==> src/hw/tawas_params.svh <==
`ifndef TAWAS_PARAMS_SVH
`define TAWAS_PARAMS_SVH

// registers per slice bank.
`define TAWAS_NREGS 8

`define TAWAS_DW 32
`define TAWAS_PCW 24

// data RAM words.
`define TAWAS_DMEM_DEPTH 64

`endif

==> src/hw/tawas_pkg.sv <==
package tawas_pkg;

  // data RAM is addressed by the low 6 bits of the pointer register.
  // upper pointer bits are ignored.

  typedef enum logic [3:0] {
    OP_NOP  = 4'd0,
    OP_ADD  = 4'd1,
    OP_SUB  = 4'd2,
    OP_AND  = 4'd3,
    OP_OR   = 4'd4,
    OP_XOR  = 4'd5,
    OP_LDI  = 4'd6,
    OP_LD   = 4'd7,
    OP_ST   = 4'd8,
    OP_LDP  = 4'd9,
    OP_CALL = 4'd10,
    OP_RTN  = 4'd11
  } tawas_op_e;

  typedef struct packed {
    tawas_op_e   op;
    logic [2:0]  rd;
    logic [2:0]  ra;
    logic [2:0]  rb;
    logic [2:0]  pad;
    logic [15:0] imm;
  } tawas_instr_t;

endpackage

==> src/hw/tawas_rf_if.sv <==
`timescale 1ns/10ps
`include "tawas_params.svh"

interface au_rf_if import tawas_pkg::*; ();
  localparam int SW = $clog2(`TAWAS_NREGS);

  logic [SW-1:0]        ra_sel;
  logic [SW-1:0]        rb_sel;
  logic [SW-1:0]        dst_sel;
  logic [`TAWAS_DW-1:0] ra;
  logic [`TAWAS_DW-1:0] rb;
  logic                 rd_vld;
  logic [SW-1:0]        rd_sel;
  logic [`TAWAS_DW-1:0] rd;
  tawas_op_e            au_op;
  logic                 au_go;

  modport regfile (input ra_sel, rb_sel, rd_vld, rd_sel, rd, output ra, rb);
  modport ctrl (output ra_sel, rb_sel, dst_sel, au_op, au_go);
  modport au (input ra, rb, dst_sel, au_op, au_go, output rd_vld, rd_sel, rd);
endinterface


==> src/hw/tawas_au.sv <==
`timescale 1ns/10ps
`include "tawas_params.svh"

module tawas_au import tawas_pkg::*;
(
  au_rf_if.au rf
);

  logic [`TAWAS_DW-1:0] result;

  always_comb
  begin
    case (rf.au_op)
      OP_ADD:
      begin
        result = rf.ra + rf.rb;
      end
      OP_SUB:
      begin
        result = rf.ra - rf.rb;
      end
      OP_AND:
      begin
        result = rf.ra & rf.rb;
      end
      OP_OR:
      begin
        result = rf.ra | rf.rb;
      end
      OP_XOR:
      begin
        result = rf.ra ^ rf.rb;
      end
      default:
      begin
        result = '0;
      end
    endcase
  end

  // write only when ctrl flags an arithmetic op.
  assign rf.rd_vld = rf.au_go;
  assign rf.rd_sel = rf.dst_sel;
  assign rf.rd = result;

endmodule

==> src/flat_wrapper.sv <==
// flat-port wrapper written by rule: the top's interface ports become plain ports
module tawas_au_flat import tawas_pkg::*;
  (rf_ra, rf_rb, rf_dst_sel, rf_au_op, rf_au_go, rf_rd_vld, rf_rd_sel, rf_rd);
  au_rf_if rf_i ();
  input wire logic [$bits(rf_i.ra)-1:0] rf_ra;
  input wire logic [$bits(rf_i.rb)-1:0] rf_rb;
  input wire logic [$bits(rf_i.dst_sel)-1:0] rf_dst_sel;
  input wire logic [$bits(rf_i.au_op)-1:0] rf_au_op;
  input wire logic [$bits(rf_i.au_go)-1:0] rf_au_go;
  output wire logic [$bits(rf_i.rd_vld)-1:0] rf_rd_vld;
  output wire logic [$bits(rf_i.rd_sel)-1:0] rf_rd_sel;
  output wire logic [$bits(rf_i.rd)-1:0] rf_rd;
  assign rf_i.ra = rf_ra;
  assign rf_i.rb = rf_rb;
  assign rf_i.dst_sel = rf_dst_sel;
  assign rf_i.au_op = rf_au_op;
  assign rf_i.au_go = rf_au_go;
  assign rf_rd_vld = rf_i.rd_vld;
  assign rf_rd_sel = rf_i.rd_sel;
  assign rf_rd = rf_i.rd;
  tawas_au u_core (.rf(rf_i));
endmodule
==> config.mk <==
export PLATFORM = sky130hd
export DESIGN_NAME = tawas_au_flat
export DESIGN_NICKNAME = d
export VERILOG_FILES = /design/src/hw/tawas_pkg.sv /design/src/hw/tawas_rf_if.sv /design/src/hw/tawas_au.sv /design/src/flat_wrapper.sv
export VERILOG_INCLUDE_DIRS = /design/src /design/src/hw
export SDC_FILE = /design/constraint.sdc
export NUM_CORES = 1
export LEC_CHECK = 0
export BUFFER_PORTS_ARGS = -buffer_cell sky130_fd_sc_hd__buf_4
export CORE_ASPECT_RATIO = 0.8
export CORE_MARGIN = 8
export CORE_UTILIZATION = 46
export DETAILED_ROUTE_END_ITERATION = 8
export GPL_ROUTABILITY_DRIVEN = 0
export PLACE_DENSITY = 0.81
export SYNTH_ARGS = -nofsm -noshare
export SYNTH_HDL_FRONTEND = slang
export SYNTH_SLANG_ARGS = --single-unit
export TNS_END_PERCENT = 5
==> constraint.sdc <==
create_clock -name vclk -period 3.9
set_input_delay 0.585 -clock vclk [all_inputs]
set_output_delay 0.585 -clock vclk [all_outputs]
set_load 0.005 [all_outputs]
# After elaboration in Yosys (flattened, before gate mapping)
# Index checks and enable logic that the tools add are counted.
# totals
reg_bits	0
latchBits	0
mem_bits_rw	0
mem_bits_ro	0
in_bits	72
output_inout_bits	36
wordCells	11
mem_count	0
# op_classes
addsub	2
mul	0
n_div	0
magnitude_cmp	0
n_eq_ne	5
shifts	0
n_mux	1
bitwise_logic	3
reduce_logical	0
# op_table
cell	count
one-hot mux 32 bit (5 select lines)	1
adder 32 bit	1
AND 32 bit	1
OR 32 bit	1
subtractor 32 bit	1
bitwise XOR 32 bit	1
equality test 4 x 2 -> 1 bit (second input constant)	2
equality test 4 x 3 -> 1 bit (second input constant)	2
equality test 4 x 1 -> 1 bit (second input constant)	1

# Logic depth before layout (Yosys ltp)
# depth
ltp_word	2
ltp_mapped	17
mapped_depth_nobuf	16

# Worst setup path after synthesis
# OpenSTA, ideal clock, no wires.
# synth_path
path_kind	input port to output port
from	in rf_rb[6]
to	out rf_rd[30]
arrival_ns	3.613
required_ns	3.315
slack_ns	-0.298
path_stages	17
n_path_buf	1
path_cell_list	or4_4 > nor2_4 > nand2_4 > nor3b_4 > nor3b_1 > nor2_1 > xnor2_1 > ha_1 > clkbuf_1 > a21o_1 > a21o_1 > a21oi_1 > o21a_1 > o21a_1 > o41ai_1 > xnor2_1 > o21ai_1
# synth_between
elab_chain_cells	2
elab_cells_between_ends	3
classes_between	add/sub (2); mux (1)
# synth_lines
element	line_no	rtl
start: declaration	flat_wrapper.sv:6	input wire logic [$bits(rf_i.rb)-1:0] rf_rb;
subtractor 32 bit or adder 32 bit (tied branches)	tawas_au.sv:20, tawas_au.sv:16	
one-hot mux 32 bit (5 select lines) (*)	tawas_au.sv:13	case (rf.au_op)
end: declaration	flat_wrapper.sv:12	output wire logic [$bits(rf_i.rd)-1:0] rf_rd;
# Every way passes the cells marked *; elsewhere a longest branch is shown, timed or not.

# Worst setup path after layout
# Ends and elaborated chain as after synthesis.

==> results.yml <==
flow_run:
  max-cap-violations: 0
power_and_ir_drop:
  power_frac_seq: 0
  vdd_drop_max_mv: 0.0764
  p_per_area_nw_per_um2: 157
  leakage_nw: 3.26
  switching_share: 0.504
  internal-power_mw: 0.485
  combPwrFrac: 1.000
  p_clk_frac: 0
  p_switching_mw: 0.493
routing:
  totalWireLength_um: 16200
  vias_per_cell: 5.92
  drt_first_pass_iters: 5
  wl_met1_um: 6740
  via_count: 5384
  top_layer: "met4"
  routed-wl-met3_um: 1250
  wl_per_cell_um: 17.8
  wl_met2_um: 7740
  ant_nets: 0
  drt_iter0_drc: 373
  drc: 0
cells_and_area:
  final_cell_mix: "buf_4 (239), ha_1 (91), inv_1 (73)"
  final_nets: 966
  nFillCells: 682
  drive_gt1_frac: 0.386
  area_growth_pct: 51.3
  seq_area_um2: 0
  diodes: 0
  final_common_cell: "buf_4"
  n_clock_buffer: 0
  stdcell_area_um2: 6220
  nFlopsAndLatches: 0
grt:
  grt_pass1_vias: 5525
  overflow: 0
  grt_max_degree: 33
  grt_pass1_wl_um: 25500
  grt_usage: 0.244
  antenna_found_initial: 0
setup_path:
  critPathKind: "in2out"
  cp_max_fo: 5
  startpoint_type: "input pin"
  worstPathRequired_ns: 3.31
  crit_slowest_cell: "or4_4"
  cp-end-kind: "output port"
  cp_cell_sequence: "buf_4, or4_4, nor2_4, nand2_4, nor3b_4, nor3b_4, nor2_1, xnor2_1, ha_1, a21o_1, a21o_1, a21oi_2, o21a_1, o21a_1, o41ai_2, xnor2_1, o21ai_1, buf_4"
  max_stage_delay_ns: 0.58
  critPathArrivalTime_ns: 3.98
hold_path:
  hold_end: "rf_rd_sel[1]"
  holdPathStages: 0
  min_path_type: "in2out"
  worstHoldStart: "rf_dst_sel[1]"
yosys:
  synthCells: 589
  synth_top_area_cell: "ha_1"
  synth_cell_type_count: 52
  syn-cell-area_um2: 4110
  synth.top_cell.area_share: 0.292
  synth.avg_cell_area_um2: 6.98
  yosysSeqAreaShare: 0
  yosys_warnings: 0
  syn_nets: 758
  synthTopCellsByArea: "ha_1 (29%), xnor2_1 (9.6%), inv_1 (6.7%)"
die:
  die_h_um: 101
  die_area_um2: 12200
  die_w_um: 122
  rows: 31
  core_area_um2: 8880
  initial_utilization: 0.463
  io_pins: 108
placement:
  dpl.hpwl_um: 12300
  portBuffers: 100
  place_area_um2: 5880
  pre_cts_ws_ns: -0.707
timing:
  period_share: 1.17
  hold_violations: 0
  fin_tns_setup_ns: -10.25
  setup_slack_ns: -0.660
  final_max_slew_viol_count: 0
  worst-slew-pin-transition_ns: 0.892
  rsz0062_at_grt: "true"
  final-setup-viol-count: 23
  slew_headroom: 0.405
  hold_ws_ns: 1.17
  clock.fmax_ghz: 0.219
  min_period_ns: 4.56
cts:
  hold_buffers: 0
status:
  violations: "setup timing"
  status: "finished, violations left"
[worst max-delay path by stage]
stage / start / endpoint / slack [ns] / depth (start not counted)
2_1_floorplan: rf_rb[6] / rf_rd[30] / -0.19 / 17
3_3_place_gp: rf_rb[6] / rf_rd[31] / -0.62 / 17
3_5_place_dp: rf_rb[6] / rf_rd[31] / -0.71 / 17
4_1_cts: rf_rb[3] / rf_rd[27] / -0.60 / 17
5_1_grt: rf_rb[6] / rf_rd[25] / -0.84 / 17
6_report: rf_rb[6] / rf_rd[30] / -0.66 / 18
[final cells by class]
class	instances	area, µm²	area share
Timing Repair Buffer	240	1810	0.290
Inverter	73	274	0.0441
Multi-Input combinational cell	482	3990	0.642
Tap cell	115	144	0.0231
[critical path, delay by kind of cell]
kind,cells,cell delay (ns)
fa+ha+maj,1,0.34
xor+xnor,2,0.28
buf+inv,2,0.25
compound gates,7,1.07
simple gates,6,1.44
[cell usage after synthesis (2+ instances only)]
master	n
nor3_1	7
a31oi_1	12
and3_1	2
a221oi_1	30
o31ai_1	6
ha_1	96
o41ai_1	5
nor2b_1	5
a21boi_0	2
nand4_1	11
a41oi_1	2
a21oi_1	40
inv_1	73
o211ai_1	4
clkbuf_1	29
o21a_1	6
o21bai_1	6
a21o_1	14
o21ai_1	19
nor2_1	50
nand2b_1	6
nand3_1	5
and2_1	2
nor3_2	3
nand2_1	35
xor2_1	14
buf_4	4
nor4_1	3
o21ai_0	31
xnor2_1	45
[stage by stage]
step / std cells / power (mW) / util
floorplan: 589 / 0.450 / -
global placement: 899 / 0.822 / 0.662
detailed placement: 899 / 0.863 / 0.662
CTS: 903 / 0.910 / 0.682
global route: 910 / 1.05 / 0.700
finish: 910 / 0.979 / 0.700
[cells by family (layout without fill, tap and decap cells)]
logic type	count (synthesis)	after routing	share of synthesized area
adder cells (fa/ha/maj)	97	97	0.297
XOR/XNOR	60	60	0.130
AO/OA/AOI/OAI	186	186	0.299
buffers and inverters	107	313	0.102
AND/OR/NAND/NOR	139	139	0.172
[power groups by stage]
stage	clock network, mW	logic, mW	registers, mW
after global placement	0	0.822	0
after global routing	0	1.05	0
after floorplan	0	0.450	0
final	0	0.979	0
after detailed placement	0	0.863	0
after CTS	0	0.910	0
[metal layers]
metal,vias up,global-route usage
met4,0,0.0747
met5,-,0
li1,2502,-
met2,278,0.432
met3,51,0.0291
met1,2553,0.302
[timing repair]
action | 4_1_cts | 5_1_grt
pin swaps | 14 | 23
endpoints found under the setup margin | 24 | 25
setup buffers | 4 | 7
resized for setup | 44 | 25
(Power assumes the default switching activity.)
