File: src/hw/tawas_params.svh
`ifndef TAWAS_PARAMS_SVH
`define TAWAS_PARAMS_SVH

// registers per slice bank.
`define TAWAS_NREGS 8

`define TAWAS_DW 32
`define TAWAS_PCW 24

// data RAM words.
`define TAWAS_DMEM_DEPTH 64

`endif

File: src/hw/tawas_pkg.sv
package tawas_pkg;

  // data RAM is addressed by the low 6 bits of the pointer register.
  // upper pointer bits are ignored.

  typedef enum logic [3:0] {
    OP_NOP  = 4'd0,
    OP_ADD  = 4'd1,
    OP_SUB  = 4'd2,
    OP_AND  = 4'd3,
    OP_OR   = 4'd4,
    OP_XOR  = 4'd5,
    OP_LDI  = 4'd6,
    OP_LD   = 4'd7,
    OP_ST   = 4'd8,
    OP_LDP  = 4'd9,
    OP_CALL = 4'd10,
    OP_RTN  = 4'd11
  } tawas_op_e;

  typedef struct packed {
    tawas_op_e   op;
    logic [2:0]  rd;
    logic [2:0]  ra;
    logic [2:0]  rb;
    logic [2:0]  pad;
    logic [15:0] imm;
  } tawas_instr_t;

endpackage

File: src/hw/tawas_rf_if.sv
`timescale 1ns/10ps
`include "tawas_params.svh"


interface ls_rf_if import tawas_pkg::*; ();
  localparam int SW = $clog2(`TAWAS_NREGS);

  logic [SW-1:0]        ptr_sel;
  logic [SW-1:0]        store_sel;
  logic [SW-1:0]        dst_sel;
  tawas_op_e            ls_op;
  logic [`TAWAS_DW-1:0] ptr;
  logic [`TAWAS_DW-1:0] store_data;
  logic                 ptr_upd_vld;
  logic [SW-1:0]        ptr_upd_sel;
  logic [`TAWAS_DW-1:0] ptr_upd;
  logic                 load_vld;
  logic [SW-1:0]        load_sel;
  logic [`TAWAS_DW-1:0] load_data;

  modport regfile (input ptr_sel, store_sel, ptr_upd_vld, ptr_upd_sel, ptr_upd,
                   input load_vld, load_sel, load_data, output ptr, store_data);
  modport ctrl (output ptr_sel, store_sel, dst_sel, ls_op);
  modport ls (input ptr_sel, dst_sel, ls_op, ptr, store_data,
              output ptr_upd_vld, ptr_upd_sel, ptr_upd, load_vld, load_sel, load_data);
endinterface

File: src/hw/tawas_ls.sv
`timescale 1ns/10ps
`include "tawas_params.svh"

module tawas_ls import tawas_pkg::*;
(
  input  logic                                  CLK,
  input  logic                                  RST,
  ls_rf_if.ls                                   rf,
  output logic                                  st_vld,
  output logic [$clog2(`TAWAS_DMEM_DEPTH)-1:0]  st_addr,
  output logic [`TAWAS_DW-1:0]                  st_data
);

  localparam int DEPTH = `TAWAS_DMEM_DEPTH;
  localparam int AW = $clog2(DEPTH);

  logic [`TAWAS_DW-1:0] dmem [DEPTH];
  logic [AW-1:0]        addr;
  logic                 is_load;
  logic                 is_store;

  // pointer upper bits are ignored.
  assign addr = rf.ptr[AW-1:0];

  assign is_load = (rf.ls_op == OP_LD) || (rf.ls_op == OP_LDP);
  assign is_store = (rf.ls_op == OP_ST);

  assign rf.load_vld = is_load;
  assign rf.load_sel = rf.dst_sel;
  assign rf.load_data = dmem[addr];

  // post-increment of the pointer on ldp.
  assign rf.ptr_upd_vld = (rf.ls_op == OP_LDP);
  assign rf.ptr_upd_sel = rf.ptr_sel;
  assign rf.ptr_upd = rf.ptr + 1;

  // store monitor, valid ahead of the edge that writes the RAM.
  assign st_vld = is_store;
  assign st_addr = addr;
  assign st_data = rf.store_data;

  always_ff @(posedge CLK or posedge RST)
  begin
    if (RST)
    begin
      for (int i = 0; i < DEPTH; i++)
      begin
        dmem[i] <= '0;
      end
    end
    else if (is_store)
    begin
      dmem[addr] <= rf.store_data;
    end
  end

endmodule

File: src/flat_wrapper.sv
// flat-port wrapper written by rule: the top's interface ports become plain ports
module tawas_ls_flat import tawas_pkg::*;
  (CLK, RST, st_vld, st_addr, st_data, rf_ptr_sel, rf_dst_sel, rf_ls_op, rf_ptr, rf_store_data, rf_ptr_upd_vld, rf_ptr_upd_sel, rf_ptr_upd, rf_load_vld, rf_load_sel, rf_load_data);
  ls_rf_if rf_i ();
  input  logic CLK;
  input  logic RST;
  output logic st_vld;
  output logic [$clog2(`TAWAS_DMEM_DEPTH)-1:0] st_addr;
  output logic [`TAWAS_DW-1:0] st_data;
  input wire logic [$bits(rf_i.ptr_sel)-1:0] rf_ptr_sel;
  input wire logic [$bits(rf_i.dst_sel)-1:0] rf_dst_sel;
  input wire logic [$bits(rf_i.ls_op)-1:0] rf_ls_op;
  input wire logic [$bits(rf_i.ptr)-1:0] rf_ptr;
  input wire logic [$bits(rf_i.store_data)-1:0] rf_store_data;
  output wire logic [$bits(rf_i.ptr_upd_vld)-1:0] rf_ptr_upd_vld;
  output wire logic [$bits(rf_i.ptr_upd_sel)-1:0] rf_ptr_upd_sel;
  output wire logic [$bits(rf_i.ptr_upd)-1:0] rf_ptr_upd;
  output wire logic [$bits(rf_i.load_vld)-1:0] rf_load_vld;
  output wire logic [$bits(rf_i.load_sel)-1:0] rf_load_sel;
  output wire logic [$bits(rf_i.load_data)-1:0] rf_load_data;
  assign rf_i.ptr_sel = rf_ptr_sel;
  assign rf_i.dst_sel = rf_dst_sel;
  assign rf_i.ls_op = rf_ls_op;
  assign rf_i.ptr = rf_ptr;
  assign rf_i.store_data = rf_store_data;
  assign rf_ptr_upd_vld = rf_i.ptr_upd_vld;
  assign rf_ptr_upd_sel = rf_i.ptr_upd_sel;
  assign rf_ptr_upd = rf_i.ptr_upd;
  assign rf_load_vld = rf_i.load_vld;
  assign rf_load_sel = rf_i.load_sel;
  assign rf_load_data = rf_i.load_data;
  tawas_ls u_core (.CLK(CLK), .RST(RST), .rf(rf_i), .st_vld(st_vld), .st_addr(st_addr), .st_data(st_data));
endmodule
File: config.mk
export PLATFORM = sky130hd
export DESIGN_NAME = tawas_ls_flat
export DESIGN_NICKNAME = d
export VERILOG_FILES = /design/src/hw/tawas_pkg.sv /design/src/hw/tawas_rf_if.sv /design/src/hw/tawas_ls.sv /design/src/flat_wrapper.sv
export VERILOG_INCLUDE_DIRS = /design/src /design/src/hw
export SDC_FILE = /design/constraint.sdc
export NUM_CORES = 2
export LEC_CHECK = 0
export BUFFER_PORTS_ARGS = -buffer_cell sky130_fd_sc_hd__buf_2
export CAP_MARGIN = 0
export CORE_UTILIZATION = 35
export CTS_CLUSTER_DIAMETER = 200
export DETAILED_ROUTE_END_ITERATION = 7
export PLACE_DENSITY = 0.49
export SYNTH_ARGS = -nofsm -noshare
export SYNTH_HDL_FRONTEND = slang
export SYNTH_SLANG_ARGS = --single-unit
File: constraint.sdc
create_clock -name CLK -period 170.2 [get_ports CLK]
set_input_delay 34.04 -clock CLK [delete_from_list [all_inputs] [get_ports CLK]]
set_output_delay 34.04 -clock CLK [all_outputs]
set_load 0.01 [all_outputs]
Yosys cells after proc, flatten, opt, wreduce, memory -nomap -nowiden. Cells that the tools add are included.

Memories kept: 0. Bits of input ports: 76. Memory bits (writable): 0. Output and inout port bits: 111. Latch bits: 0. Bits in read-only memories: 0. Logic and storage cells: 79. Register bits: 2048.

Shift-type cells: 0. Bitwise operators: 1. Eq/ne operators: 3. Multiply operators: 0. Reduce and logical (&&, ||, !) cells: 2. $lt $le $gt $ge: 2. Add/subtract/negate cells: 1. Div/mod/pow operators: 0. Muxes and demuxes: 6.

Operator list (count): $bwmux 2048 (1); $bmux 32 s6 (1); $demux 32 s6 (1); $mux 32 (3); $add 32x1->32 const B (1); $eq 4x4->1 const B (2); $ge 7x7->1 const B (1); $lt 7x1->1 const B (1); $not 6->7 (1); $eq 4x3->1 const B (1); $logic_and 1x1->1 (1); $logic_or 1x1->1 (1).

Depth between registers and ports, before layout.
Word-level depth: 6. Depth in mapped cells: 10. Depth with buffers taken out: 6.

Worst setup path after synthesis. OpenSTA, ideal clock, no wires.

Path kind: input to output. Start point: input port rf_ptr[0]. End point: output port rf_load_data[0]. Stages: 9. Required time: 136.160 ns. Data arrival time: 35.753 ns. Buffers on the path: 4. Path slack: 100.407 ns. Cell sequence: buf_6 > buf_6 > buf_2 > buf_2 > mux4_2 > nand3_1 > nand4_1 > a21oi_1 > nand4_1.

Word-level cells in the longest chain between the ends: 4.

Ends and longest elaborated chain: start: declaration (line flat_wrapper.sv:13) `input wire logic [$bits(rf_i.ptr)-1:0] rf_ptr;`; $not 6->7 (not written as such) (line tawas_ls.sv:30) `assign rf.load_data = dmem[addr];`; $bmux 32 s6 (line tawas_ls.sv:30); $mux 32 (not written as such) (2 in a row) (line tawas_ls.sv:30); end: declaration (line flat_wrapper.sv:20) `output wire logic [$bits(rf_i.load_data)-1:0] rf_load_data;`.

No other way between the ends. The select of a mux whose other input is x is not followed.

Worst setup path in the final report.
Start point: input port rf_ptr[1]. End point: output port rf_load_data[1].

Same word-level chain as after synthesis.

==> reports/qor.csv <==
stage;metric;value;unit
routing;average wire per cell in the routed design;30.76;um
power_and_ir_drop;internal power;0.8105;mW
cells_and_area;count of filler cells inserted in the layout;24722;
critical_path;Worst EP arrival;38.37;ns
sta;Rel. slew slack;24.12;%
run_status;status;finished clean;
logic_synthesis;async set-reset flop share out of synthesis;100.0;%
floorplanning;die outline height;517.1;um
routing;number of nets with antenna violations after detailed routing;0;
logic_synthesis;most used standard cell by instance count after synthesis;dfrtp_1;
critical_path;required time of the worst setup path;136.16;ns
cells_and_area;post-route standard cell area excluding fillers;0.1039;mm2
routing;met2 wire length;144800;um
floorplanning;boundary pin count;187;
cells_and_area;fraction of the core area covered by cells at the end of the flow;39.53;%
sta;post-route setup TNS;0;ns
power_and_ir_drop;share of total power in sequential cells;47.0;%
floorplanning;initial core utilization;35.31;%
sta;max-slew violation count;0;
power_and_ir_drop;proportion of power drawn by the clock network;46.3;%
placement;routability cong.;0.7759;
logic_synthesis;Syn Std Cell Area;0.09287;mm2
clock_tree;clock slew seen by the registers of the worst setup and hold paths;0.06;ns
cells_and_area;flip-flop count of the largest register after layout;2048;
placement;dpl ws;97.83;ns
sta;final hold vios;0;
sta;final-layout worst hold slack;0.4908;ns
clock_tree;sinks on the clock net;2048;
critical_path;Setup crit start kind;input port;
clock_tree;Post-CTS Hold Fix Bufs;0;
logic_synthesis;dominant combinational cell family by area after synthesis;multiplexers;
global_routing;overflow left after global routing;0;
cells_and_area;largest registers;u_core.dmem (2048);
logic_synthesis;count of synthesis-stage warnings from yosys;0;
clock_tree;number of buffers on the longest clock path;3;
critical_path;capturing element type of the critical path;output pin;
routing;DRC violation total after the first TritonRoute iteration;4398;
routing;DR vias/cell;5.822;
logic_synthesis;Post-Synth Adder-Cell Area;0.01347;%
logic_synthesis;sequential element share of the synthesized area;55.18;%
logic_synthesis;predominant post-synthesis flop cell;dfrtp_1;
clock_tree;Skew-Pair Late Insertion Delay;0.89;ns
sta;number of endpoints failing setup at the final stage;0;
job;max capacitance violation total;0;
hold_path;worst hold path type;reg2reg;
clock_tree;Root Driver;clkbuf_16;
global_routing;global-route usage over all layers;23.25;%
logic_synthesis;flop and latch count out of synthesis;2048;
logic_synthesis;number of flops mapped to enable cells by yosys;0;
power_and_ir_drop;leakage power figure;50.47;nW
cells_and_area;area growth from synthesis to final layout;11.93;%
logic_synthesis;xor and xnor fraction of the mapped netlist area;0.2829;%
placement;total half-perimeter wirelength after legalization and detailed placement;172600;um
floorplanning;total number of placement rows;188;
logic_synthesis;leading area contributor after synthesis;dfrtp_1;
global_routing;maximum number of pins on one net before global-route repair;167;
logic_synthesis;simple-gate share of the synthesized area;1.675;%
clock_tree;number of gates resized after cts;0;
sta;RSZ-0062 raised after global routing;no;
logic_synthesis;multiplexer fraction of the synthesized cell area;30.45;%
hold_path;count of cells along the worst hold path;1;
clock_tree;post-CTS setup-driven buffer insertion count;0;
cells_and_area;ratio of cells with drive above 1 in the final layout;43.88;%
logic_synthesis;number of standard cells after synthesis;6658;
cells_and_area;top register by number of flip-flops;u_core.dmem;
cells_and_area;final layout net count;6521;
power_and_ir_drop;switching share of power;24.70;%
critical_path;path depth of the worst reg2reg path;1;
logic_synthesis;post-synthesis compound-gate area fraction;8.590;%
sta;upper clock frequency limit;13.81;MHz
logic_synthesis;average footprint of a synthesized cell;13.95;um2
global_routing;global-route wire length before repair;452200;um
power_and_ir_drop;maximum ir drop on the vdd rail;0.01197;mV
power_and_ir_drop;relative contribution of combinational cells to total power;6.7;%
logic_synthesis;most frequent cells after synthesis;2048 x dfrtp_1, 2038 x mux2_2, 401 x a221oi_1, 356 x clkbuf_1, 285 x mux2i_1;
clock_tree;TritonCTS Buffers;222;
logic_synthesis;Synth top area share;55.18;%
routing;Met3 Wirelength;14940;um
clock_tree;TritonCTS clock tree;built;
placement;IO Port Bufs;174;
global_routing;vias in the first global route;60800;
sta;post-route setup slack;97.79;ns
sta;Worst-Margin Slew;1.138;ns
sta;minimum period implied by the final worst setup slack;72.41;ns
routing;detailed-route via count;59160;
sta;final clock skew;0;ns
critical_path;critical path class;in2out;
floorplanning;Die Wd;517.1;um
critical_path;Crit Path Max Fanout;64;
routing;DRC violations left;0;
power_and_ir_drop;total power density per cell area;10.36;mW/mm2
sta;final critical-path share of the clock period;42.54;%
global_routing;initial antenna violation count;15;
logic_synthesis;synthesized netlist net count;6735;
floorplanning;Core Area;0.2630;mm2
routing;top layer used by detailed routing;met5;
clock_tree;maximum level of the CTS H-tree;4;
power_and_ir_drop;switching component of the power;0.2659;mW
floorplanning;Die Footprint;0.2674;mm2
placement;dpl cell area;0.09633;mm2
routing;met1 WL;143800;um
logic_synthesis;synth top area cells;dfrtp_1 55%, mux2_2 25%, a221oi_1 3.8%;
routing;TritonRoute pass-1 iters;6;
routing;routed wire length;312600;um
logic_synthesis;synth unique cells;58;
## layer usage
metal	up-vias	track usage [%]
li1	24513	-
met1	32617	32.95
met2	1573	36.97
met3	455	3.140
met4	2	6.796
met5	-	0
## cell families (layout without fill, tap and decap cells)
| family | Yosys count | in the layout |
|---|---|---|
| multiplexers | 2442 | 2442 |
| flip-flops | 2048 | 2048 |
| AO/OA/AOI/OAI | 1050 | 1050 |
| buffers and inverters | 771 | 749 |
| AND/OR/NAND/NOR | 316 | 316 |
| XOR/XNOR | 30 | 30 |
| adder cells (fa/ha/maj) | 1 | 1 |
| other | 0 | 11 |
## power by group through the flow
stage | clock network, mW | logic (mW) | registers, mW
5_1_grt | 0.528 | 0.0780 | 0.508
6_report | 0.498 | 0.0721 | 0.506
4_1_cts | 0.509 | 0.0732 | 0.506
3_5_place_dp | 0 | 0.0731 | 0.515
2_1_floorplan | 0 | 0.0475 | 0.516
3_3_place_gp | 0 | 0.0719 | 0.514
## path summary, 6_finish.rpt
check                                   from                end  slack, ns
min reg2reg                 u_core.dmem[281]   u_core.dmem[281]       0.49
max in group asynchronous                RST  u_core.dmem[1494]     132.08
max                                rf_ptr[1]    rf_load_data[1]      97.79
max reg2reg                u_core.dmem[1897]  u_core.dmem[1897]     169.40
min in group asynchronous                RST   u_core.dmem[423]      33.29
min                         u_core.dmem[281]   u_core.dmem[281]       0.49
## worst max-delay path: stages
cell and delay (ns):
buf_6 0.45, and2_4 0.68, buf_4 0.80, buf_4 0.79
a221oi_1 0.18, o221a_2 0.36, o2111ai_1 0.35, nand4bb_1 0.30
buf_2 0.19
## placed cells by master, fill, tap and decap left out, drive strengths merged, types with 12 or more instances in the layout
cell    synthesis  layout
a221oi        401     401
nor2           25      25
buf           408     326
nand3          16      16
o21ai         137     137
nand4          39      39
dfrtp        2048    2048
nand2         168     168
a21oi          99      99
mux4          101     101
o211ai         60      60
clkinv          1      48
a22oi         194     194
and2           12      12
clkbuf        356     351
mux2i         285     285
mux2         2056    2056
xnor2          19      19
o22a          131     131
## stage by stage
stage / total power, mW / instances
CTS: 1.089 / 10151
finish: 1.076 / 10162
global route: 1.114 / 10153
floorplan: 0.5632 / 6658
detailed placement: 0.5881 / 9735
global placement: 0.5863 / 9735
## area by class of cell
cell class | instances | area, um2 | share of cell area (%)
antenna | 11 | 27.53 | 0.02648
inverter | 7 | 41.29 | 0.03972
clock buffer | 351 | 6711 | 6.457
sequential | 2048 | 51250 | 49.30
tap | 3515 | 4398 | 4.231
clock inverter | 65 | 873.3 | 0.8402
multi-input combinational | 3839 | 38520 | 37.06
timing repair buffer | 326 | 2126 | 2.045
Note: power is estimated with default switching activity, not from simulation.
