**config.mk**
```make
export PLATFORM = sky130hd
export DESIGN_NAME = tawas_ctrl_flat
export DESIGN_NICKNAME = d
export VERILOG_FILES = /design/src/hw/tawas_pkg.sv /design/src/hw/tawas_rf_if.sv /design/src/hw/tawas_ctrl.sv /design/src/flat_wrapper.sv
export VERILOG_INCLUDE_DIRS = /design/src /design/src/hw
export SDC_FILE = /design/constraint.sdc
export NUM_CORES = 1
export LEC_CHECK = 0
export BUFFER_PORTS_ARGS = -buffer_cell sky130_fd_sc_hd__buf_2
export CORE_UTILIZATION = 40
export DETAILED_ROUTE_END_ITERATION = 8
export GPL_ROUTABILITY_DRIVEN = 0
export PLACE_DENSITY_LB_ADDON = 0.05
export SLEW_MARGIN = 20
export SYNTH_ARGS = -nofsm -noshare
export SYNTH_HDL_FRONTEND = slang
export SYNTH_SLANG_ARGS = --single-unit
```
**constraint.sdc**
```tcl
create_clock -name CLK -period 3.66 [get_ports CLK]
set_input_delay 0 -clock CLK [delete_from_list [all_inputs] [get_ports CLK]]
set_output_delay 0 -clock CLK [all_outputs]
set_load 0.1 [all_outputs]
```
**src/hw/tawas_params.svh**
```systemverilog
`ifndef TAWAS_PARAMS_SVH
`define TAWAS_PARAMS_SVH

// registers per slice bank.
`define TAWAS_NREGS 8

`define TAWAS_DW 32
`define TAWAS_PCW 24

// data RAM words.
`define TAWAS_DMEM_DEPTH 64

`endif

```
**src/hw/tawas_pkg.sv**
```systemverilog
package tawas_pkg;

  // data RAM is addressed by the low 6 bits of the pointer register.
  // upper pointer bits are ignored.

  typedef enum logic [3:0] {
    OP_NOP  = 4'd0,
    OP_ADD  = 4'd1,
    OP_SUB  = 4'd2,
    OP_AND  = 4'd3,
    OP_OR   = 4'd4,
    OP_XOR  = 4'd5,
    OP_LDI  = 4'd6,
    OP_LD   = 4'd7,
    OP_ST   = 4'd8,
    OP_LDP  = 4'd9,
    OP_CALL = 4'd10,
    OP_RTN  = 4'd11
  } tawas_op_e;

  typedef struct packed {
    tawas_op_e   op;
    logic [2:0]  rd;
    logic [2:0]  ra;
    logic [2:0]  rb;
    logic [2:0]  pad;
    logic [15:0] imm;
  } tawas_instr_t;

endpackage

```
**src/hw/tawas_rf_if.sv**
```systemverilog
`timescale 1ns/10ps
`include "tawas_params.svh"

interface au_rf_if import tawas_pkg::*; ();
  localparam int SW = $clog2(`TAWAS_NREGS);

  logic [SW-1:0]        ra_sel;
  logic [SW-1:0]        rb_sel;
  logic [SW-1:0]        dst_sel;
  logic [`TAWAS_DW-1:0] ra;
  logic [`TAWAS_DW-1:0] rb;
  logic                 rd_vld;
  logic [SW-1:0]        rd_sel;
  logic [`TAWAS_DW-1:0] rd;
  tawas_op_e            au_op;
  logic                 au_go;

  modport regfile (input ra_sel, rb_sel, rd_vld, rd_sel, rd, output ra, rb);
  modport ctrl (output ra_sel, rb_sel, dst_sel, au_op, au_go);
  modport au (input ra, rb, dst_sel, au_op, au_go, output rd_vld, rd_sel, rd);
endinterface

interface ls_rf_if import tawas_pkg::*; ();
  localparam int SW = $clog2(`TAWAS_NREGS);

  logic [SW-1:0]        ptr_sel;
  logic [SW-1:0]        store_sel;
  logic [SW-1:0]        dst_sel;
  tawas_op_e            ls_op;
  logic [`TAWAS_DW-1:0] ptr;
  logic [`TAWAS_DW-1:0] store_data;
  logic                 ptr_upd_vld;
  logic [SW-1:0]        ptr_upd_sel;
  logic [`TAWAS_DW-1:0] ptr_upd;
  logic                 load_vld;
  logic [SW-1:0]        load_sel;
  logic [`TAWAS_DW-1:0] load_data;

  modport regfile (input ptr_sel, store_sel, ptr_upd_vld, ptr_upd_sel, ptr_upd,
                   input load_vld, load_sel, load_data, output ptr, store_data);
  modport ctrl (output ptr_sel, store_sel, dst_sel, ls_op);
  modport ls (input ptr_sel, dst_sel, ls_op, ptr, store_data,
              output ptr_upd_vld, ptr_upd_sel, ptr_upd, load_vld, load_sel, load_data);
endinterface

```
**src/hw/tawas_ctrl.sv**
```systemverilog
`timescale 1ns/10ps
`include "tawas_params.svh"

module tawas_ctrl import tawas_pkg::*;
(
  input  logic                  CLK,
  input  logic                  RST,
  input  logic [31:0]           instr,
  output logic [`TAWAS_PCW-1:0] imem_addr,
  output logic                  imem_slice,
  output logic                  slice,
  output logic                  pc_store,
  output logic [`TAWAS_PCW-1:0] pc_link,
  output logic                  e_store,
  output logic [`TAWAS_DW-1:0]  e,
  input  logic [`TAWAS_PCW-1:0] pc_rtn,
  au_rf_if.ctrl                 au,
  ls_rf_if.ctrl                 ls
);

  localparam int PCW = `TAWAS_PCW;
  localparam int DW = `TAWAS_DW;

  tawas_instr_t   ir;
  logic [PCW-1:0] pc [2];
  logic [PCW-1:0] pc_cur;
  logic [PCW-1:0] pc_nxt;

  assign ir = tawas_instr_t'(instr);

  assign pc_cur = pc[slice];
  assign imem_addr = pc_cur;
  assign imem_slice = slice;

  assign pc_link = pc_cur + 1'b1;
  assign e = DW'(ir.imm);

  assign au.ra_sel = ir.ra;
  assign au.rb_sel = ir.rb;
  assign au.dst_sel = ir.rd;
  assign au.au_op = ir.op;

  assign ls.ptr_sel = ir.ra;
  assign ls.store_sel = ir.rb;
  assign ls.dst_sel = ir.rd;

  always_comb
  begin
    au.au_go = 1'b0;
    ls.ls_op = OP_NOP;
    e_store = 1'b0;
    pc_store = 1'b0;
    pc_nxt = pc_cur + 1'b1;
    case (ir.op)
      OP_ADD, OP_SUB, OP_AND, OP_OR, OP_XOR:
      begin
        au.au_go = 1'b1;
      end
      OP_LDI:
      begin
        e_store = 1'b1;
      end
      OP_LD, OP_ST, OP_LDP:
      begin
        ls.ls_op = ir.op;
      end
      // link goes to r7 through pc_store.
      OP_CALL:
      begin
        pc_store = 1'b1;
        pc_nxt = PCW'(ir.imm);
      end
      OP_RTN:
      begin
        pc_nxt = pc_rtn;
      end
      default:
      begin
        pc_nxt = pc_cur + 1'b1;
      end
    endcase
  end

  // slices alternate every cycle.
  always_ff @(posedge CLK or posedge RST)
  begin
    if (RST)
    begin
      slice <= 1'b0;
      pc[0] <= '0;
      pc[1] <= '0;
    end
    else
    begin
      slice <= ~slice;
      pc[slice] <= pc_nxt;
    end
  end

endmodule

```
**src/flat_wrapper.sv**
```systemverilog
// flat-port wrapper written by rule: the top's interface ports become plain ports
module tawas_ctrl_flat import tawas_pkg::*;
  (CLK, RST, instr, imem_addr, imem_slice, slice, pc_store, pc_link, e_store, e, pc_rtn, au_ra_sel, au_rb_sel, au_dst_sel, au_au_op, au_au_go, ls_ptr_sel, ls_store_sel, ls_dst_sel, ls_ls_op);
  au_rf_if au_i ();
  ls_rf_if ls_i ();
  input  logic CLK;
  input  logic RST;
  input  logic [31:0] instr;
  output logic [`TAWAS_PCW-1:0] imem_addr;
  output logic imem_slice;
  output logic slice;
  output logic pc_store;
  output logic [`TAWAS_PCW-1:0] pc_link;
  output logic e_store;
  output logic [`TAWAS_DW-1:0] e;
  input  logic [`TAWAS_PCW-1:0] pc_rtn;
  output wire logic [$bits(au_i.ra_sel)-1:0] au_ra_sel;
  output wire logic [$bits(au_i.rb_sel)-1:0] au_rb_sel;
  output wire logic [$bits(au_i.dst_sel)-1:0] au_dst_sel;
  output wire logic [$bits(au_i.au_op)-1:0] au_au_op;
  output wire logic [$bits(au_i.au_go)-1:0] au_au_go;
  output wire logic [$bits(ls_i.ptr_sel)-1:0] ls_ptr_sel;
  output wire logic [$bits(ls_i.store_sel)-1:0] ls_store_sel;
  output wire logic [$bits(ls_i.dst_sel)-1:0] ls_dst_sel;
  output wire logic [$bits(ls_i.ls_op)-1:0] ls_ls_op;
  assign au_ra_sel = au_i.ra_sel;
  assign au_rb_sel = au_i.rb_sel;
  assign au_dst_sel = au_i.dst_sel;
  assign au_au_op = au_i.au_op;
  assign au_au_go = au_i.au_go;
  assign ls_ptr_sel = ls_i.ptr_sel;
  assign ls_store_sel = ls_i.store_sel;
  assign ls_dst_sel = ls_i.dst_sel;
  assign ls_ls_op = ls_i.ls_op;
  tawas_ctrl u_core (.CLK(CLK), .RST(RST), .instr(instr), .imem_addr(imem_addr), .imem_slice(imem_slice), .slice(slice), .pc_store(pc_store), .pc_link(pc_link), .e_store(e_store), .e(e), .pc_rtn(pc_rtn), .au(au_i), .ls(ls_i));
endmodule
```
Word-level counts from Yosys, hierarchy flattened

Cells that the tools add are included.

Register bits: 49
Input bits: 58
Output and inout bits: 111

Add/sub/neg operators: 1
Magnitude comparators: 2
Equality and inequality tests: 11
Mux-type cells: 11
Bitwise gates (word level): 2
Reductions and logical operators: 3

Operator list:

| cell                  | count |
|---|---|
| $mux 24               | 4 |
| $bwmux 48             | 1 |
| $pmux 24 s2           | 1 |
| $add 24x1->24 const B | 1 |
| $demux 24 s1          | 1 |
| $eq 4x3->1 const B    | 4 |
| $eq 4x4->1 const B    | 4 |
| $eq 4x2->1 const B    | 2 |
| $reduce_or 5->1       | 1 |
| $eq 4x1->1 const B    | 1 |
| $mux 4                | 1 |
| $mux 1                | 3 |
| $reduce_or 3->1       | 1 |
| $ge 2x2->1 const B    | 1 |
| $lt 2x1->1 const B    | 1 |
| $not 1->2             | 1 |
| $logic_and 1x1->1     | 1 |
| $not 1->1             | 1 |

Logic depth before layout (Yosys ltp)

Word-level depth: 7
Gate-level depth with buffers: 14
Gate-level depth less buffers: 8

Worst setup path before layout

OpenSTA, ideal clock, no wires.

Kind: register to register
Start point: register u_core.slice (netlist: u_core.imem_slice)
End point: register u_core.pc[30] (netlist name)
Library setup time: 87 ps
Data arrival time: 7553 ps
Data required time: 3573 ps
Slack: -3980 ps
Cell stages (with the launch flop): 14
Path buffers: 6
Clock period less this slack: 7640 ps
Cells stage by stage: dfrtp_1 > buf_6 > buf_6 > buf_2 > buf_2 > buf_2 > buf_1 > mux2i_1 > inv_1 > ha_1 > a21boi_0 > a2bb2oi_1 > a21oi_1 > o21ai_0

Word-level cells in the longest chain between the ends: 7
Elaborated cells on any way between the ends: 12
Classes of those cells: 1 x add/sub; 2 x order compare; 7 x mux; 1 x bitwise; 1 x reduce/logical

Ends and longest elaborated chain:

| what                                       | RTL line           | RTL |
|---|---|---|
| from (decl)                                | tawas_ctrl.sv:11   | `output logic slice,` |
| from (signal assigned)                     | tawas_ctrl.sv:95   | `slice <= ~slice;` |
| $not 1->2 (not written as such)            | tawas_ctrl.sv:31   | `assign pc_cur = pc[slice];` |
| $mux 24 (not written as such) (3 in a row) | tawas_ctrl.sv:31   |  |
| via imem_addr[0]                           | flat_wrapper.sv:9  | `` output logic [`TAWAS_PCW-1:0] imem_addr; `` |
| $add 24x1->24                              | -                  |  |
| via pc_link[6]                             | flat_wrapper.sv:13 | `` output logic [`TAWAS_PCW-1:0] pc_link; `` |
| $pmux 24 s2                                | tawas_ctrl.sv:54   | `case (ir.op)` |
| $bwmux 48                                  | tawas_ctrl.sv:96   | `pc[slice] <= pc_nxt;` |
| to (signal, indexed assignment)            | tawas_ctrl.sv:96   |  |
| to (decl)                                  | tawas_ctrl.sv:25   | `logic [PCW-1:0] pc [2];` |

The timed path passes the listed nets, and every way through them passes these cells. The select of a mux whose other input is x is not followed.

Worst setup path in the final report

Start point: register u_core.slice (netlist: u_core.imem_slice)
End point: output port pc_link[23]

Word-level cells in the longest chain between the ends: 5

Ends and longest elaborated chain:

| what                                       | RTL line           | RTL |
|---|---|---|
| $not 1->2 (not written as such)            | tawas_ctrl.sv:31   |  |
| $mux 24 (not written as such) (3 in a row) | tawas_ctrl.sv:31   |  |
| $add 24x1->24                              | tawas_ctrl.sv:35   | `assign pc_link = pc_cur + 1'b1;` |
| to (decl)                                  | flat_wrapper.sv:13 |  |

No other way between the ends. The select of a mux whose other input is x is not followed.

==> impl_results.md <==
- Worst slew margin relative to its limit: 0.361
- Post-CTS sizing: 0
- Fraction of synthesis flops using an asynchronous set or reset pin: 1.00
- Pwr Total: 3.24 mW
- Post-synth cell types: 55
- Fraction of met3 tracks used by global routing: 0.0306
- Dominant synthesized flop cell: sky130_fd_sc_hd__dfrtp_1
- Vertical die dimension: 105 um
- Hold/Removal Path Class: in -> out
- Routed len/inst: 15.7 um
- Final Net Count: 648
- Starting utilization of the core area: 0.411
- Maximum number of pins on one net before global-route repair: 82
- Routed vias/inst: 5.53
- Total global routing track utilization: 0.209
- Multiplexer fraction of the synthesized cell area: 0.0861
- F_max: 311 MHz
- Number of setup violations in the final report: 0
- Number of DRC markers in iteration 0: 282
- Post-route fraction of the period consumed by the critical path: 0.879
- Layout cells sized above 1: 0.324
- Clock insertion delay at the later pin of the skew report: 310 ps
- Gate count of the mapped netlist: 520
- Core outline area: 10300 um^2
- Max rail drop VDD: 0.000528 V
- CP Data Required Time: 3660 ps
- Number of iterations in the first detailed-routing pass: 5
- Total gr overflow: 0
- Xor/xnor share of the synthesized area: 0.0414
- Vias in the first global route: 3595
- Vias: 4016
- Met2 Track Usage GR: 0.329
- Power Dens Cells: 636 nW/um^2
- Post-synthesis register bit count: 49
- Max clock buf depth: 2
- Post-synthesis cell type with the largest combined area: sky130_fd_sc_hd__dfrtp_1
- Post-CTS Setup Bufs: 0
- Arr. time, crit path: 3220 ps
- Hold buffer count at cts: 1
- Final critical path time including I/O delays and setup: 3220 ps
- Top cell type's share of synthesized area: 0.290
- Met1 usage in global routing: 0.302
- Detail Placement HPWL: 8.27 mm
- Post-synthesis adder-cell area fraction: 0.00296
- Fraction of the mapped netlist area in compound gates: 0.231
- DIE WIDTH: 105 um
- Worst setup path class: reg -> out
- I/O Buffers: 122
- Total Neg Setup Slack: 0 ps
- Antenna violation net count after detailed routing: 0
- Largest clock skew in the final design: 12.8 ps
- Crit start category: flop
- Initial antenna violation count: 0
- Critical Path End Type: output port
- Cell types with the largest area share after synthesis: sky130_fd_sc_hd__dfrtp_1, sky130_fd_sc_hd__buf_4, sky130_fd_sc_hd__mux2_2, sky130_fd_sc_hd__nand2_1, sky130_fd_sc_hd__a21oi_1
- Fraction of the mapped netlist area in simple logic gates: 0.199
- Global-route wire length before repair: 18.6 mm
- Top-Level Pins: 169
- CP Max Fanout: 33
- Max Cap Viol: 0
- Busiest layer in global routing: met2
- Largest family of logic cells by synthesized area: compound AO/OA/AOI/OAI gates
- Setup repair after global routing missed its margin: no
- Post-synthesis sequential area ratio: 0.290
- Clock-pin slew reported for the worst setup and hold paths after clock tree synthesis: 90 ps
- Diode count: 0
- Clock tree root driver cell: sky130_fd_sc_hd__clkbuf_8
- Wire length after detailed routing: 11.4 mm
- Cells after DPL: 717
- Outcome: complete, no violations
- Number of warnings printed during yosys synthesis: 0
- Final count of pins violating max slew: 0
- Static power due to leakage: 2.29 nW
- Area growth syn-to-layout: 20.3%
- Total number of placement rows: 37
- Post-layout utilization of the core: 0.495
- Number of synthesized flops with an enable pin: 0
- Cell area after synthesis: 4230 um^2
- Actual slew at the worst max-slew pin: 956 ps
- Num Clock Sinks: 49
- Number of clock buffers inserted by TritonCTS: 5
- Residual DRC: 0
- Non-filler cells, final: 726
- Area of the die: 11000 um^2
- Fin. Hold Viols: 0
- Total number of H-tree levels: 2
- Per-instance average area after synthesis: 8.13 um^2
- Hold Slack: 0.0562 ps
- CTS tree: built
==> critical path, cell delays in order, from the launching register on <==
cell	delay, ps
sky130_fd_sc_hd__dfrtp_4	510
sky130_fd_sc_hd__buf_4	330
sky130_fd_sc_hd__nand4_1	280
sky130_fd_sc_hd__a222oi_1	440
sky130_fd_sc_hd__buf_4	280
sky130_fd_sc_hd__and3_1	360
sky130_fd_sc_hd__and2_1	240
sky130_fd_sc_hd__xor2_1	260
sky130_fd_sc_hd__buf_12	210
==> final timing paths <==
path / cells after the start / start / slack, ps / to
worst min-delay path: 0 / instr[27] / 0.06 / au_dst_sel[2]
max in group asynchronous: 4 / RST / 2560 / u_core.imem_slice
worst max-delay path: 8 / u_core.imem_slice / 440 / pc_link[23]
worst min register to register: 2 / u_core.pc[1] / 530 / u_core.pc[1]
min in group asynchronous: 3 / RST / 290 / u_core.pc[42]
worst max register to register: 6 / u_core.imem_slice / 950 / u_core.pc[45]
==> synth_stat cells, drive strengths merged, types with 7 or more instances <==
cell	n
a211oi	14
a21o	7
a21oi	32
a31oi	13
buf	69
clkbuf	20
dfrtp	49
inv	14
mux2	19
mux2i	15
nand2	54
nand3	23
nand3b	8
nand4	12
nor2	33
nor3	10
o21ai	28
o22a	10
o22ai	8
xnor2	15
==> report_power, final <==
| part | total (mW) | leakage [nW] | internal, mW | switching (mW) |
|---|---|---|---|---|
| combinational | 2.00 | 1.66 | 0.429 | 1.57 |
| sequential | 0.831 | 0.575 | 0.664 | 0.167 |
| clock | 0.402 | 0.0554 | 0.206 | 0.197 |
==> cell usage in the layout, fill, tap and decap left out, drive strengths merged, types with 12 or more instances in the layout <==
cell type and count:
xnor2 15, buf 135, dfrtp 49, a31oi 13, conb 16, nand3 23
inv 13, nand2 54, nand4 12, o21ai 28, nor2 33, a211oi 14
mux2 19, mux2i 15, a21oi 32
==> metal layers <==
layer,wire (um),up-vias
met3,601,9
met2,5240,121
met4,75,0
met5,0,-
li1,-,1956
met1,5460,1930
==> through the flow <==
step,setup slack [ps],instance area (um^2)
floorplan,-1020,4570
global placement,884,4970
detailed placement,819,4970
CTS,457,5090
global route,230,5090
finish,442,5090
==> flip-flops by register name (all words and copies together) (netlist names) <==
| signal | flops |
|---|---|
| u_core.pc | 48 |
| u_core.imem_slice | 1 |
==> area by class of cell <==
class	instances	area, um^2
multi-input cells	383	2680
inverters	14	56.3
clock buffers	6	72.6
well taps	136	170
fillers	1036	5190
flip-flops and latches	49	1230
repair buffers	136	836
clock inverters	2	38.8
==> cell families after synthesis <==
logic type | count (synthesis)
compound gates | 145
simple gates | 167
other cells | 1
mux | 34
buf+inv | 103
fa+ha+maj | 1
xor+xnor | 20
flops | 49
(Power assumes the default switching activity.)
